$ cat src/rs_pkg.sv
// Reservation station sizes, opcode and unit-class enums, APB register map, opcode decode

package rs_pkg;

	////////////////////////////////////////////////////////////
	// Table and datapath sizes
	////////////////////////////////////////////////////////////

	localparam int RS_ENTRIES = 8;
	localparam int RS_IDX_W = 3;
	localparam int DISPATCH_W = 2;
	localparam int CDB_W = 2;
	localparam int TAG_W = 6;
	localparam int NUM_FU = 3;

	// Occupancy counts 0..RS_ENTRIES inclusive
	localparam int OCC_W = 4;
	// Ports issuing in one cycle, 0..NUM_FU
	localparam int ISSUE_CNT_W = 2;
	localparam int ISSUED_W = 16;

	////////////////////////////////////////////////////////////
	// Encodings
	////////////////////////////////////////////////////////////

	// Unit class, doubles as the issue port number
	typedef enum logic [1:0] {
		FU_ALU = 2'd0,
		FU_MUL = 2'd1,
		FU_LSU = 2'd2
	} fu_class_e;

	typedef enum logic [3:0] {
		OP_ADD   = 4'd0,
		OP_SUB   = 4'd1,
		OP_AND   = 4'd2,
		OP_OR    = 4'd3,
		OP_MUL   = 4'd4,
		OP_LOAD  = 4'd5,
		OP_STORE = 4'd6
	} opcode_e;

	// APB byte addresses
	typedef enum logic [3:0] {
		REG_CTRL   = 4'h0,
		REG_MASK   = 4'h4,
		REG_STATUS = 4'h8,
		REG_ISSUED = 4'hC
	} apb_reg_e;

	// Which unit class executes an opcode
	function automatic fu_class_e opcode_class(input opcode_e op);
		case (op)
			OP_MUL: return FU_MUL;
			OP_LOAD,
			OP_STORE: return FU_LSU;
			default: return FU_ALU;
		endcase
	endfunction

endpackage

$ cat src/reservation_station.sv
// Eight-entry reservation station with two-wide dispatch, CDB wakeup and per-class issue

`timescale 1ns/1ps

module reservation_station import rs_pkg::*; (
	input  logic                                clock,
	input  logic                                arst_n,
	input  logic                                enable,
	input  logic                                flush,
	input  logic [NUM_FU-1:0]                   fu_mask,
	// Dispatch slots
	input  logic [DISPATCH_W-1:0]               disp_valid,
	input  opcode_e [DISPATCH_W-1:0]            disp_opcode,
	input  logic [DISPATCH_W-1:0][TAG_W-1:0]    disp_src1_tag,
	input  logic [DISPATCH_W-1:0]               disp_src1_ready,
	input  logic [DISPATCH_W-1:0][TAG_W-1:0]    disp_src2_tag,
	input  logic [DISPATCH_W-1:0]               disp_src2_ready,
	input  logic [DISPATCH_W-1:0][TAG_W-1:0]    disp_dest_tag,
	output logic [DISPATCH_W-1:0]               disp_accept,
	// Result bus
	input  logic [CDB_W-1:0]                    cdb_valid,
	input  logic [CDB_W-1:0][TAG_W-1:0]         cdb_tag,
	// Issue ports, indexed by unit class
	output logic [NUM_FU-1:0]                   issue_valid,
	output opcode_e [NUM_FU-1:0]                issue_opcode,
	output logic [NUM_FU-1:0][TAG_W-1:0]        issue_dest_tag,
	output logic [NUM_FU-1:0][TAG_W-1:0]        issue_src1_tag,
	output logic [NUM_FU-1:0][TAG_W-1:0]        issue_src2_tag,
	input  logic [NUM_FU-1:0]                   issue_stall,
	output logic [OCC_W-1:0]                    occupancy,
	output logic [ISSUE_CNT_W-1:0]              issue_count
);

	// Row table
	logic [RS_ENTRIES-1:0]                  busy;
	opcode_e                                ent_opcode [RS_ENTRIES];
	fu_class_e                              ent_class [RS_ENTRIES];
	logic [RS_ENTRIES-1:0][TAG_W-1:0]       ent_dest;
	logic [RS_ENTRIES-1:0][1:0][TAG_W-1:0]  ent_src_tag;
	logic [RS_ENTRIES-1:0][1:0]             ent_src_rdy;

	logic [RS_ENTRIES-1:0][1:0]             src_hit;
	logic [RS_ENTRIES-1:0][1:0]             src_ok;
	logic [NUM_FU-1:0][RS_ENTRIES-1:0]      issue_req;
	logic [NUM_FU-1:0][RS_IDX_W-1:0]        issue_idx;
	logic [NUM_FU-1:0]                      issue_found;
	logic [DISPATCH_W-1:0][RS_IDX_W-1:0]    alloc_idx;
	logic [DISPATCH_W-1:0]                  alloc_valid;
	logic [RS_ENTRIES-1:0]                  alloc1_req;
	logic [DISPATCH_W-1:0]                  disp_take;
	logic [DISPATCH_W-1:0][1:0]             disp_rdy;
	logic [RS_ENTRIES-1:0]                  issue_clr;
	logic [RS_ENTRIES-1:0]                  busy_next;
	logic [OCC_W-1:0]                       occ_next;

	////////////////////////////////////////////////////////////
	// Wakeup
	////////////////////////////////////////////////////////////

	rs_wakeup_cam u_cam (
		.entry_src_tags(ent_src_tag),
		.cdb_valid     (cdb_valid),
		.cdb_tag       (cdb_tag),
		.src_hit       (src_hit)
	);

	// A source is ready if already marked or hit this cycle
	assign src_ok = ent_src_rdy | src_hit;

	////////////////////////////////////////////////////////////
	// Issue select, one picker per class
	////////////////////////////////////////////////////////////

	for (genvar f = 0; f < NUM_FU; f++) begin : g_issue
		for (genvar i = 0; i < RS_ENTRIES; i++) begin : g_req
			assign issue_req[f][i] = busy[i] && (ent_class[i] == fu_class_e'(f)) &&
				src_ok[i][0] && src_ok[i][1];
		end

		rs_select #(.REQ_W(RS_ENTRIES)) u_issue_sel (
			.req        (issue_req[f]),
			.grant_idx  (issue_idx[f]),
			.grant_valid(issue_found[f])
		);

		// Stall and mask hold the row in place
		assign issue_valid[f] = enable && !issue_stall[f] && !fu_mask[f] && issue_found[f];
		assign issue_opcode[f] = ent_opcode[issue_idx[f]];
		assign issue_dest_tag[f] = ent_dest[issue_idx[f]];
		assign issue_src1_tag[f] = ent_src_tag[issue_idx[f]][0];
		assign issue_src2_tag[f] = ent_src_tag[issue_idx[f]][1];
	end

	always_comb begin
		issue_count = '0;
		for (int f = 0; f < NUM_FU; f++) begin
			issue_count += ISSUE_CNT_W'(issue_valid[f]);
		end
	end

	////////////////////////////////////////////////////////////
	// Dispatch allocation
	////////////////////////////////////////////////////////////

	rs_select #(.REQ_W(RS_ENTRIES)) u_alloc0 (
		.req        (~busy),
		.grant_idx  (alloc_idx[0]),
		.grant_valid(alloc_valid[0])
	);

	// Slot 1 sees the free rows minus slot 0's pick
	assign alloc1_req = ~busy & ~(RS_ENTRIES'(alloc_valid[0]) << alloc_idx[0]);

	rs_select #(.REQ_W(RS_ENTRIES)) u_alloc1 (
		.req        (alloc1_req),
		.grant_idx  (alloc_idx[1]),
		.grant_valid(alloc_valid[1])
	);

	assign disp_accept = {DISPATCH_W{enable}} & alloc_valid;
	assign disp_take = disp_valid & disp_accept;

	// Catch a producer broadcasting in the dispatch cycle
	always_comb begin
		for (int k = 0; k < DISPATCH_W; k++) begin
			disp_rdy[k][0] = disp_src1_ready[k];
			disp_rdy[k][1] = disp_src2_ready[k];
			for (int c = 0; c < CDB_W; c++) begin
				if (cdb_valid[c] && (cdb_tag[c] == disp_src1_tag[k])) begin
					disp_rdy[k][0] = 1'b1;
				end
				if (cdb_valid[c] && (cdb_tag[c] == disp_src2_tag[k])) begin
					disp_rdy[k][1] = 1'b1;
				end
			end
		end
	end

	////////////////////////////////////////////////////////////
	// Next busy vector and occupancy
	////////////////////////////////////////////////////////////

	always_comb begin
		issue_clr = '0;
		for (int f = 0; f < NUM_FU; f++) begin
			if (issue_valid[f]) begin
				issue_clr[issue_idx[f]] = 1'b1;
			end
		end
		busy_next = busy & ~issue_clr;
		for (int k = 0; k < DISPATCH_W; k++) begin
			if (disp_take[k]) begin
				busy_next[alloc_idx[k]] = 1'b1;
			end
		end
		occ_next = '0;
		for (int i = 0; i < RS_ENTRIES; i++) begin
			occ_next += OCC_W'(busy_next[i]);
		end
	end

	always_ff @(posedge clock or negedge arst_n) begin
		if (!arst_n) begin
			busy <= '0;
			occupancy <= '0;
		end else if (flush) begin
			busy <= '0;
			occupancy <= '0;
		end else begin
			busy <= busy_next;
			occupancy <= occ_next;
		end
	end

	// Row payload, written on dispatch
	always_ff @(posedge clock) begin
		ent_src_rdy <= src_ok;
		for (int k = 0; k < DISPATCH_W; k++) begin
			if (disp_take[k]) begin
				ent_opcode[alloc_idx[k]] <= disp_opcode[k];
				ent_class[alloc_idx[k]] <= opcode_class(disp_opcode[k]);
				ent_dest[alloc_idx[k]] <= disp_dest_tag[k];
				ent_src_tag[alloc_idx[k]][0] <= disp_src1_tag[k];
				ent_src_tag[alloc_idx[k]][1] <= disp_src2_tag[k];
				ent_src_rdy[alloc_idx[k]] <= disp_rdy[k];
			end
		end
	end

endmodule

$ cat src/rs_config_apb.sv
// APB register block with enable, flush pulse, issue masks, occupancy and issued counter

`timescale 1ns/1ps

module rs_config_apb import rs_pkg::*; (
	input  logic                   clock,
	input  logic                   arst_n,
	input  logic                   psel,
	input  logic                   penable,
	input  logic                   pwrite,
	input  logic [3:0]             paddr,
	input  logic [31:0]            pwdata,
	output logic [31:0]            prdata,
	output logic                   pready,
	output logic                   pslverr,
	input  logic [OCC_W-1:0]       occupancy,
	input  logic [ISSUE_CNT_W-1:0] issue_count,
	output logic                   enable,
	output logic                   flush,
	output logic [NUM_FU-1:0]      fu_mask
);

	logic                access;
	logic                wr_en;
	logic                addr_ok;
	logic [ISSUED_W-1:0] issued_cnt;

	////////////////////////////////////////////////////////////
	// Bus decode
	////////////////////////////////////////////////////////////

	// No wait states
	assign pready = 1'b1;
	assign access = psel && penable;
	assign wr_en = access && pwrite && addr_ok;

	always_comb begin
		case (apb_reg_e'(paddr))
			REG_CTRL,
			REG_MASK,
			REG_STATUS,
			REG_ISSUED: addr_ok = 1'b1;
			default: addr_ok = 1'b0;
		endcase
	end

	assign pslverr = access && !addr_ok;

	// Read mux
	always_comb begin
		prdata = '0;
		if (psel && !pwrite) begin
			case (apb_reg_e'(paddr))
				REG_CTRL: prdata[0] = enable;
				REG_MASK: prdata[NUM_FU-1:0] = fu_mask;
				REG_STATUS: prdata[OCC_W-1:0] = occupancy;
				REG_ISSUED: prdata[ISSUED_W-1:0] = issued_cnt;
				default: prdata = '0;
			endcase
		end
	end

	////////////////////////////////////////////////////////////
	// Registers
	////////////////////////////////////////////////////////////

	always_ff @(posedge clock or negedge arst_n) begin
		if (!arst_n) begin
			enable <= 1'b0;
			flush <= 1'b0;
			fu_mask <= '0;
		end else begin
			// Flush lasts one cycle
			flush <= wr_en && (apb_reg_e'(paddr) == REG_CTRL) && pwdata[1];
			if (wr_en && (apb_reg_e'(paddr) == REG_CTRL)) begin
				enable <= pwdata[0];
			end
			if (wr_en && (apb_reg_e'(paddr) == REG_MASK)) begin
				fu_mask <= pwdata[NUM_FU-1:0];
			end
		end
	end

	// Issued counter wraps, any write clears it
	always_ff @(posedge clock or negedge arst_n) begin
		if (!arst_n) begin
			issued_cnt <= '0;
		end else if (wr_en && (apb_reg_e'(paddr) == REG_ISSUED)) begin
			issued_cnt <= '0;
		end else begin
			issued_cnt <= issued_cnt + ISSUED_W'(issue_count);
		end
	end

endmodule

$ cat src/rs_select.sv
// Fixed-priority picker returning the lowest set request as an index

`timescale 1ns/1ps

module rs_select import rs_pkg::*; #(
	parameter int REQ_W = RS_ENTRIES
) (
	input  logic [REQ_W-1:0]    req,
	output logic [RS_IDX_W-1:0] grant_idx,
	output logic                grant_valid
);

	////////////////////////////////////////////////////////////
	// Priority encode
	////////////////////////////////////////////////////////////

	// Scan from the top so the lowest index is written last
	always_comb begin
		grant_idx = '0;
		for (int i = REQ_W - 1; i >= 0; i--) begin
			if (req[i]) begin
				grant_idx = RS_IDX_W'(i);
			end
		end
	end

	assign grant_valid = |req;

endmodule

$ cat src/rs_top.sv
// Top level joining the APB register block and the reservation station

`timescale 1ns/1ps

module rs_top import rs_pkg::*; (
	input  logic                                clock,
	input  logic                                arst_n,
	// APB
	input  logic                                psel,
	input  logic                                penable,
	input  logic                                pwrite,
	input  logic [3:0]                          paddr,
	input  logic [31:0]                         pwdata,
	output logic [31:0]                         prdata,
	output logic                                pready,
	output logic                                pslverr,
	// Dispatch
	input  logic [DISPATCH_W-1:0]               disp_valid,
	input  opcode_e [DISPATCH_W-1:0]            disp_opcode,
	input  logic [DISPATCH_W-1:0][TAG_W-1:0]    disp_src1_tag,
	input  logic [DISPATCH_W-1:0]               disp_src1_ready,
	input  logic [DISPATCH_W-1:0][TAG_W-1:0]    disp_src2_tag,
	input  logic [DISPATCH_W-1:0]               disp_src2_ready,
	input  logic [DISPATCH_W-1:0][TAG_W-1:0]    disp_dest_tag,
	output logic [DISPATCH_W-1:0]               disp_accept,
	// Result bus
	input  logic [CDB_W-1:0]                    cdb_valid,
	input  logic [CDB_W-1:0][TAG_W-1:0]         cdb_tag,
	// Issue
	output logic [NUM_FU-1:0]                   issue_valid,
	output opcode_e [NUM_FU-1:0]                issue_opcode,
	output logic [NUM_FU-1:0][TAG_W-1:0]        issue_dest_tag,
	output logic [NUM_FU-1:0][TAG_W-1:0]        issue_src1_tag,
	output logic [NUM_FU-1:0][TAG_W-1:0]        issue_src2_tag,
	input  logic [NUM_FU-1:0]                   issue_stall
);

	// Control and status between the two blocks
	logic                   enable;
	logic                   flush;
	logic [NUM_FU-1:0]      fu_mask;
	logic [OCC_W-1:0]       occupancy;
	logic [ISSUE_CNT_W-1:0] issue_count;

	rs_config_apb u_config (
		.clock      (clock),
		.arst_n     (arst_n),
		.psel       (psel),
		.penable    (penable),
		.pwrite     (pwrite),
		.paddr      (paddr),
		.pwdata     (pwdata),
		.prdata     (prdata),
		.pready     (pready),
		.pslverr    (pslverr),
		.occupancy  (occupancy),
		.issue_count(issue_count),
		.enable     (enable),
		.flush      (flush),
		.fu_mask    (fu_mask)
	);

	reservation_station u_station (
		.clock          (clock),
		.arst_n         (arst_n),
		.enable         (enable),
		.flush          (flush),
		.fu_mask        (fu_mask),
		.disp_valid     (disp_valid),
		.disp_opcode    (disp_opcode),
		.disp_src1_tag  (disp_src1_tag),
		.disp_src1_ready(disp_src1_ready),
		.disp_src2_tag  (disp_src2_tag),
		.disp_src2_ready(disp_src2_ready),
		.disp_dest_tag  (disp_dest_tag),
		.disp_accept    (disp_accept),
		.cdb_valid      (cdb_valid),
		.cdb_tag        (cdb_tag),
		.issue_valid    (issue_valid),
		.issue_opcode   (issue_opcode),
		.issue_dest_tag (issue_dest_tag),
		.issue_src1_tag (issue_src1_tag),
		.issue_src2_tag (issue_src2_tag),
		.issue_stall    (issue_stall),
		.occupancy      (occupancy),
		.issue_count    (issue_count)
	);

endmodule

$ cat src/rs_wakeup_cam.sv
// Tag-match array between stored source tags and the result-bus broadcast tags

`timescale 1ns/1ps

module rs_wakeup_cam import rs_pkg::*; (
	input  logic [RS_ENTRIES-1:0][1:0][TAG_W-1:0] entry_src_tags,
	input  logic [CDB_W-1:0]                      cdb_valid,
	input  logic [CDB_W-1:0][TAG_W-1:0]           cdb_tag,
	output logic [RS_ENTRIES-1:0][1:0]            src_hit
);

	////////////////////////////////////////////////////////////
	// Match every source against every valid lane
	////////////////////////////////////////////////////////////

	// Per-lane match bits before the OR
	logic [RS_ENTRIES-1:0][1:0][CDB_W-1:0] lane_hit;

	always_comb begin
		for (int r = 0; r < RS_ENTRIES; r++) begin
			for (int s = 0; s < 2; s++) begin
				for (int c = 0; c < CDB_W; c++) begin
					lane_hit[r][s][c] = cdb_valid[c] &&
						(entry_src_tags[r][s] == cdb_tag[c]);
				end
			end
		end
	end

	// Any lane wakes the source
	always_comb begin
		for (int r = 0; r < RS_ENTRIES; r++) begin
			for (int s = 0; s < 2; s++) begin
				src_hit[r][s] = |lane_hit[r][s];
			end
		end
	end

	// Busy and stored ready bits are combined by the station

endmodule
$ cat config.mk
export PLATFORM = sky130hd
export DESIGN_NAME = rs_top
export DESIGN_NICKNAME = d
export VERILOG_FILES = /design/src/rs_pkg.sv /design/src/reservation_station.sv /design/src/rs_config_apb.sv /design/src/rs_select.sv /design/src/rs_top.sv /design/src/rs_wakeup_cam.sv
export SDC_FILE = /design/constraint.sdc
export NUM_CORES = 1
export LEC_CHECK = 0
export BUFFER_PORTS_ARGS = -buffer_cell sky130_fd_sc_hd__buf_2
export CAP_MARGIN = 10
export CELL_PAD_IN_SITES_DETAIL_PLACEMENT = 2
export CELL_PAD_IN_SITES_GLOBAL_PLACEMENT = 2
export CORE_ASPECT_RATIO = 1.1
export CORE_MARGIN = 4
export CORE_UTILIZATION = 37
export CTS_BUF_LIST = sky130_fd_sc_hd__clkbuf_16
export DETAILED_ROUTE_END_ITERATION = 16
export PLACE_DENSITY_LB_ADDON = 0.1
export SLEW_MARGIN = 5
export SYNTH_ARGS = -nofsm -noshare
export SYNTH_HDL_FRONTEND = slang
export SYNTH_SLANG_ARGS = --single-unit
$ cat constraint.sdc
create_clock -name clock -period 6.6 [get_ports clock]
set_input_delay 1.32 -clock clock [delete_from_list [all_inputs] [get_ports clock]]
set_output_delay 1.32 -clock clock [all_outputs]
set_load 0.05 [all_outputs]
Word level (Yosys, flattened, before mapping)
Memory sizes are Yosys's and may differ from the RTL's.
Cells that the tools add are included.
{"block": "totals", "regBits": 193, "latchBits": 0, "ramBits": 48, "mem_bits_ro": 0, "input_bits": 108, "output_inout_bits": 105, "memories": 2}
{"memory": "u_station.ent_opcode", "depth": 8, "width": 4, "read_ports": 3, "rd_clocked_by_memory_dff": 0, "write_ports": 2, "line": "reservation_station.sv:36", "text": "opcode_e ent_opcode [RS_ENTRIES];"}
{"memory": "u_station.ent_class", "depth": 8, "width": 2, "read_ports": 8, "rd_clocked_by_memory_dff": 0, "write_ports": 2, "line": "reservation_station.sv:37", "text": "fu_class_e ent_class [RS_ENTRIES];"}
{"block": "classes", "addsub": 10, "multipliers": 0, "div": 0, "n_lt_le_gt_ge": 10, "eq_ne": 65, "n_shift": 1, "mux": 122, "n_bitwise": 12, "reduce_logical": 176}
{"cell": "$bwmux W96", "count": 4}
{"cell": "$eq A6 B6 Y1", "count": 40}
{"cell": "$mux W96", "count": 2}
{"cell": "$demux W12 S3", "count": 4}
{"cell": "$logic_and A1 B1 Y1", "count": 135}
{"cell": "$mux W3", "count": 40}
{"cell": "$bmux W12 S3", "count": 3}
{"cell": "$bwmux W48", "count": 2}
{"cell": "$mux W48", "count": 2}
{"cell": "$mux W12", "count": 6}
{"cell": "$mux W16", "count": 4}
{"cell": "$bmux W6 S3", "count": 3}
{"cell": "$mux W8", "count": 6}
{"cell": "$mux W6", "count": 7}
{"cell": "$reduce_or A8 Y1", "count": 5}
{"cell": "$demux W6 S3", "count": 2}
{"cell": "$reduce_or A2 Y1", "count": 18}
{"cell": "$bwmux W16", "count": 2}
{"cell": "$or A8 B8 Y8", "count": 4}
{"cell": "$eq A4 B3 Y1 const B", "count": 7}
{"cell": "$add A4 B1 Y4", "count": 6}
{"cell": "$not A8 Y8", "count": 3}
{"cell": "$lt A3 B4 Y1 const B", "count": 5}
{"cell": "$mux W1", "count": 18}
{"cell": "23 further kinds", "count": 68}

Longest topological paths before layout
{"block": "depth", "word_depth": 37, "ltp_mapped": 22}

Cells and area by module
Synthesis repeated with hierarchy kept, for this count alone.
{"block": "unflattened", "hier_cells": 2002, "hier_area_um2": 18539.0}
{"module": "reservation_station", "instances": 1, "cells_per_inst": 1493, "area_per_inst_um2": 14323.7, "seq_area_each_um2": 4944.7}
{"module": "rs_wakeup_cam", "instances": 1, "cells_per_inst": 300, "area_per_inst_um2": 2463.6, "seq_area_each_um2": 0.0}
{"module": "rs_config_apb", "instances": 1, "cells_per_inst": 144, "area_per_inst_um2": 1345.0, "seq_area_each_um2": 525.5}
{"module": "rs_select", "instances": 5, "cells_per_inst": 13, "area_per_inst_um2": 81.3, "seq_area_each_um2": 0.0}

Worst setup path after synthesis
OpenSTA, ideal clock, no wires.
{"block": "synth_path", "path_type": "input to register", "from": "in cdb_tag[11] (netlist bit)", "to": "reg u_station.occupancy[1]", "setup_time_ps": 129, "arrival_ps": 6743, "required_time_ps": 6471, "path_slack_ps": -272, "stages": 19, "path_buffers": 2, "path_cell_list": "buf_6 > buf_6 > xor2_1 > nor4_2 > o221ai_2 > nor3b_1 > nor4_2 > a31oi_1 > nand2b_1 > o2111ai_1 > nand3_1 > ha_1 > fa_1 > inv_1 > fa_1 > fa_1 > inv_1 > fa_1 > nor2b_1"}
{"element": "start: declaration", "line": "rs_top.sv:28", "text": "input logic [CDB_W-1:0][TAG_W-1:0] cdb_tag,"}
{"element": "$eq A6 B6 Y1", "line": "rs_wakeup_cam.sv:24", "text": "(entry_src_tags[r][s] == cdb_tag[c]);"}
{"element": "$logic_and A1 B1 Y1", "line": "rs_wakeup_cam.sv:23", "text": "lane_hit[r][s][c] = cdb_valid[c] &&"}
{"element": "$reduce_or A2 Y1", "line": "rs_wakeup_cam.sv:34", "text": "src_hit[r][s] = |lane_hit[r][s];"}
{"element": "$or A16 B16 Y16 *", "line": "reservation_station.sv:68", "text": "assign src_ok = ent_src_rdy | src_hit;"}
{"element": "$logic_and A1 B1 Y1", "line": "reservation_station.sv:76", "text": "assign issue_req[f][i] = busy[i] && (ent_class[i] == fu_class_e'(f)) &&"}
{"element": "$logic_and A1 B1 Y1", "line": "reservation_station.sv:77", "text": "src_ok[i][0] && src_ok[i][1];"}
{"element": "$reduce_or A8 Y1 *", "line": "rs_select.sv:27", "text": "assign grant_valid = |req;"}
{"element": "$logic_and A1 B1 Y1 *", "line": "reservation_station.sv:87", "text": "assign issue_valid[f] = enable && !issue_stall[f] && !fu_mask[f] && issue_found[f];"}
{"element": "net issue_valid[1]", "line": "rs_top.sv:30", "text": "output logic [NUM_FU-1:0] issue_valid,"}
{"element": "[... 5 more ...]"}
{"element": "$or A8 B8 Y8 (no line)"}
{"element": "$mux W8 *", "line": "reservation_station.sv:152", "text": "if (disp_take[k]) begin"}
{"element": "$or A8 B8 Y8 (no line)"}
{"element": "$mux W8 *", "line": "reservation_station.sv:152"}
{"element": "$add A1 B1 Y2", "line": "reservation_station.sv:158", "text": "occ_next += OCC_W'(busy_next[i]);"}
{"element": "$add A4 B1 Y4 (5 in a row)", "line": "reservation_station.sv:158"}
{"element": "$add A4 B1 Y4 *", "line": "reservation_station.sv:158"}
{"element": "$mux W4 *", "line": "reservation_station.sv:166", "text": "end else if (flush) begin"}
{"element": "end signal: assignment", "line": "reservation_station.sv:171", "text": "occupancy <= occ_next;"}
{"element": "end: declaration", "line": "reservation_station.sv:30", "text": "output logic [OCC_W-1:0] occupancy,"}
Mark *: on every way through the listed nets, which the timed path passes. The rest lies on a longest branch.
A chain may end at the register's enable or synchronous reset.

==> impl_results.md <==
* Status: finished, final reports clean
* Mapped Area at about 19000 µm²
* Fill cells at 5621
* Clock root buffer: clkbuf_16
* Cell family with most CP delay: simple AND/OR/NAND/NOR gates
* Buf+Inv Stages, Crit Path at 4
* DP Area at between 20000 and 25000 µm²
* Area Growth Syn to Fin at 14.8%
* Reg-to-Reg End: u_station.occupancy[1]$_DFF_PN0_
* Top FF cell, synth: dfxtp_1
* Starting density of the core at 0.374
* Tot GR Track Use at 0.307
* DRT Wirelength at 88300 µm
* CP Class: input pin to output pin
* Met3 Usage GRT at 0.0245
* Startpoint type of the worst setup path: input pin
* Final setup viols at 0
* Critical-path cell list: buf_2, xnor2_1, nand4_1, or4_1, buf_4, a221o_1, nor3_2, or2_1, nor3_1, nand3b_1, buf_4, o22ai_1, or2_1, buf_12
* TritonRoute pass-1 iters at 6
* P_leak at approximately 10 nW
* WP depth at 14
* Io pins at 213
* WL per Instance at 29.7 µm
* Core Region at 51400 µm²
* Mean Syn Cell Area at 8.81 µm²
* Final hold vios at 0
* Post-DP HPWL at 60300 µm
* H-tree depth at 1
* Worst hold endpoint: u_station.ent_dest[1]$_DFF_P_
* FF+latch area at ~5500 µm²
* Layout cell share with drive strength beyond 1 at 0.191
* Setup slack after layout at 0.163 ns
* Cts bufs inserted at 31
* Clock Latency Late Sink at 0.60 ns
* DR vias at 18000
* Die Ht at 247 µm
* Slew @ Worst Pin at 1.21 ns
* Gp weighted congestion at 0.907
* Worst-path clk slew at 0.06 ns
* CP max FO at 14
* Final instance area at 22100 µm²
* Commonest non-fill, non-tap cells in the layout: 383 x mux2i_1, 176 x nand2_1, 162 x xor2_1
* Most common cell after layout, fill and taps aside: mux2i_1
* VDD IR max at 0.000479 V
* Unique masters post-synth at 80
* Ys async rst share at 0.137
* Die Width at 225 µm
* Slew Viols, Final at 0
* Cells after synthesis at ~2200
* Initial DRC Count at 1179
* Max Root-Sink Buffers at 3
* First-pass GRT wire length at approximately 130000 µm
* Largest net degree at the start of global routing at 48
* TritonCTS clock tree: done
* Relative slew margins at 0.189
* Worst R2R Setup Slack at 0.96 ns
* Ys Warns at 0
* Post-route ant nets at 0
* Total grt overflow at 0
* Initial antenna violation count at 0
* Slowest library cell on the worst path: or4_1
* Pre-CTS WS at -0.0270 ns
* Final period util at 0.975
* Power, Total at 14.5 mW
* Data arrival, critical path at 5.12 ns
* Layout Nets at 2396
* Max Freq at 0.155 GHz
* Worst path max stage delay at 0.48 ns
* Hold_ws at 0.478 ns
* Hold path startpoint: u_station.ent_dest[1]$_DFF_P_
* Final worst clock skew at 0.0136 ns
* Via density at 6.07
* Port bufs at 166
* Fin cells at 2969
* Cell Pwr Density at 654 nW/µm²
* Finished Core Util at 0.430
* RR Startpoint: u_station.busy[2]$_DFF_PN0_
* Vias in the first global route at 19400
* Worst r2r path cells at 16
* Yosys reg bits at 241
* Number of diodes at 0
* Clock sinks at around 240
* Tightest Hold Check Type: register to register
* Number of synthesized flops with an enable pin at 48
* DP Cell Count at ~2900
* Max_cap viols at 0
* Gr busiest metal: met2
* Die ar. at around 56000 µm²
* Sum Neg Setup Slack at 0 ns
* M1 GR Usage at 0.404
* Met2 Resource Use GR at 0.532
* Core Rows at 87
* CP endpoint kind: output pin
* Sequential share of the synthesized area at 0.284
* WHS Path Cells at 2
* RSZ-0062 raised after global routing: no
* Critical Path RT at approximately 5.3 ns
* Period minus WS final at 6.44 ns
* Multi-input logic area at 12600 µm²
* DR DRC count at 0
==> cell type report <==
type                            instances  area share
Multi-Input combinational cell       1682       0.568
Sequential cell                       241       0.248
Timing Repair Buffer                  293      0.0959
Tap cell                              667      0.0378
Clock buffer                           31      0.0351
Clock inverter                         27      0.0104
Inverter                               28     0.00476
==> synth_stat cells (all sizes together), types with 6 or more instances <==
library cell	count	share of area
nor4	25	0.013
o221ai	31	0.017
inv	28	0.0055
o22a	23	0.010
or3	20	0.0070
a41o	15	0.0078
and2	17	0.0055
nor3b	7	0.0030
a211oi	6	0.0039
nor2b	9	0.0029
or2	31	0.010
o22ai	69	0.022
mux2	56	0.033
nand3b	6	0.0023
fa	6	0.0062
nand2	180	0.035
nand2b	14	0.0046
buf	98	0.038
a21oi	87	0.023
a211o	22	0.010
xnor2	92	0.042
dfrtp	33	0.043
xor2	162	0.074
dfxtp	160	0.17
a31oi	7	0.0023
clkbuf	150	0.029
nand3	12	0.0031
nor3	41	0.012
nand4	31	0.010
o21ai	101	0.026
mux2i	383	0.20
edfxtp	48	0.075
nor2	154	0.030
==> routing by layer <==
layer	wire length, µm	vias to the layer above	part of all wire
li1	-	7919	-
met1	38500	9431	0.44
met2	43000	516	0.49
met3	3640	162	0.041
met4	3180	0	0.036
met5	0	-	0
==> worst max path at each step <==
stage / slack, ns / start / endpoint
floorplan: 0.16 / cdb_tag[11] / u_station.occupancy[1]$_DFF_PN0_
global route: 0.03 / cdb_tag[2] / issue_src2_tag[5]
CTS: 0.07 / cdb_tag[11] / issue_src1_tag[13]
global placement: 0.05 / cdb_tag[6] / u_station.occupancy[1]$_DFF_PN0_
finish: 0.16 / cdb_tag[7] / issue_src2_tag[5]
detailed placement: -0.03 / cdb_tag[7] / u_station.occupancy[1]$_DFF_PN0_
==> cell families (layout without fill, tap and decap cells) <==
logic type | count (synthesis) | in the layout | synth area share
buffers and inverters | 276 | 379 | 0.0726
muxes | 440 | 440 | 0.233
other | 2 | 17 | 0.000390
DFF | 241 | 241 | 0.284
AOI/OAI and AO/OA | 400 | 400 | 0.140
xor gates and xnor gates | 254 | 254 | 0.116
adders and majority gates | 12 | 12 | 0.0100
and+or+nand+nor | 559 | 559 | 0.143
==> flip-flops by register name, indices dropped and copies added (netlist names) <==
signal	flops
u_station.occupancy	4
u_station.ent_dest	48
u_station.ent_opcode	32
u_station.ent_src_tag	96
u_config.issued_cnt	16
u_station.ent_src_rdy	16
u_station.ent_class	16
u_config.enable	1
u_config.fu_mask	3
u_config.flush	1
u_station.busy	8
==> worst register-to-register path, cell delays in order, from the launching register on <==
cell	delay, ns
dfrtp_1	0.80
inv_1	0.31
nor3_1	0.43
nand3_1	0.16
a211oi_1	0.25
o21ai_0	0.22
nor4_1	0.39
and2_2	0.22
nand2b_1	0.47
a41o_1	0.21
fa_1	0.44
inv_1	0.09
fa_1	0.44
fa_1	0.42
inv_1	0.11
fa_1	0.41
nor2b_1	0.15
==> power breakdown <==
group	switching, mW	leakage (nW)	internal [mW]	total, mW
sequential	1.14	2.20	2.21	3.35
combinational	5.92	7.53	3.45	9.37
clock	0.733	0.524	1.00	1.74
==> repair_timing <==
item,in CTS,in global routing
gates resized for setup,0,4
buffers inserted,0,3
endpoints found under the setup margin,0,25
hold buffers,0,0
endpoints found under the hold margin,0,0
Note: power is estimated with default switching activity, not from simulation.
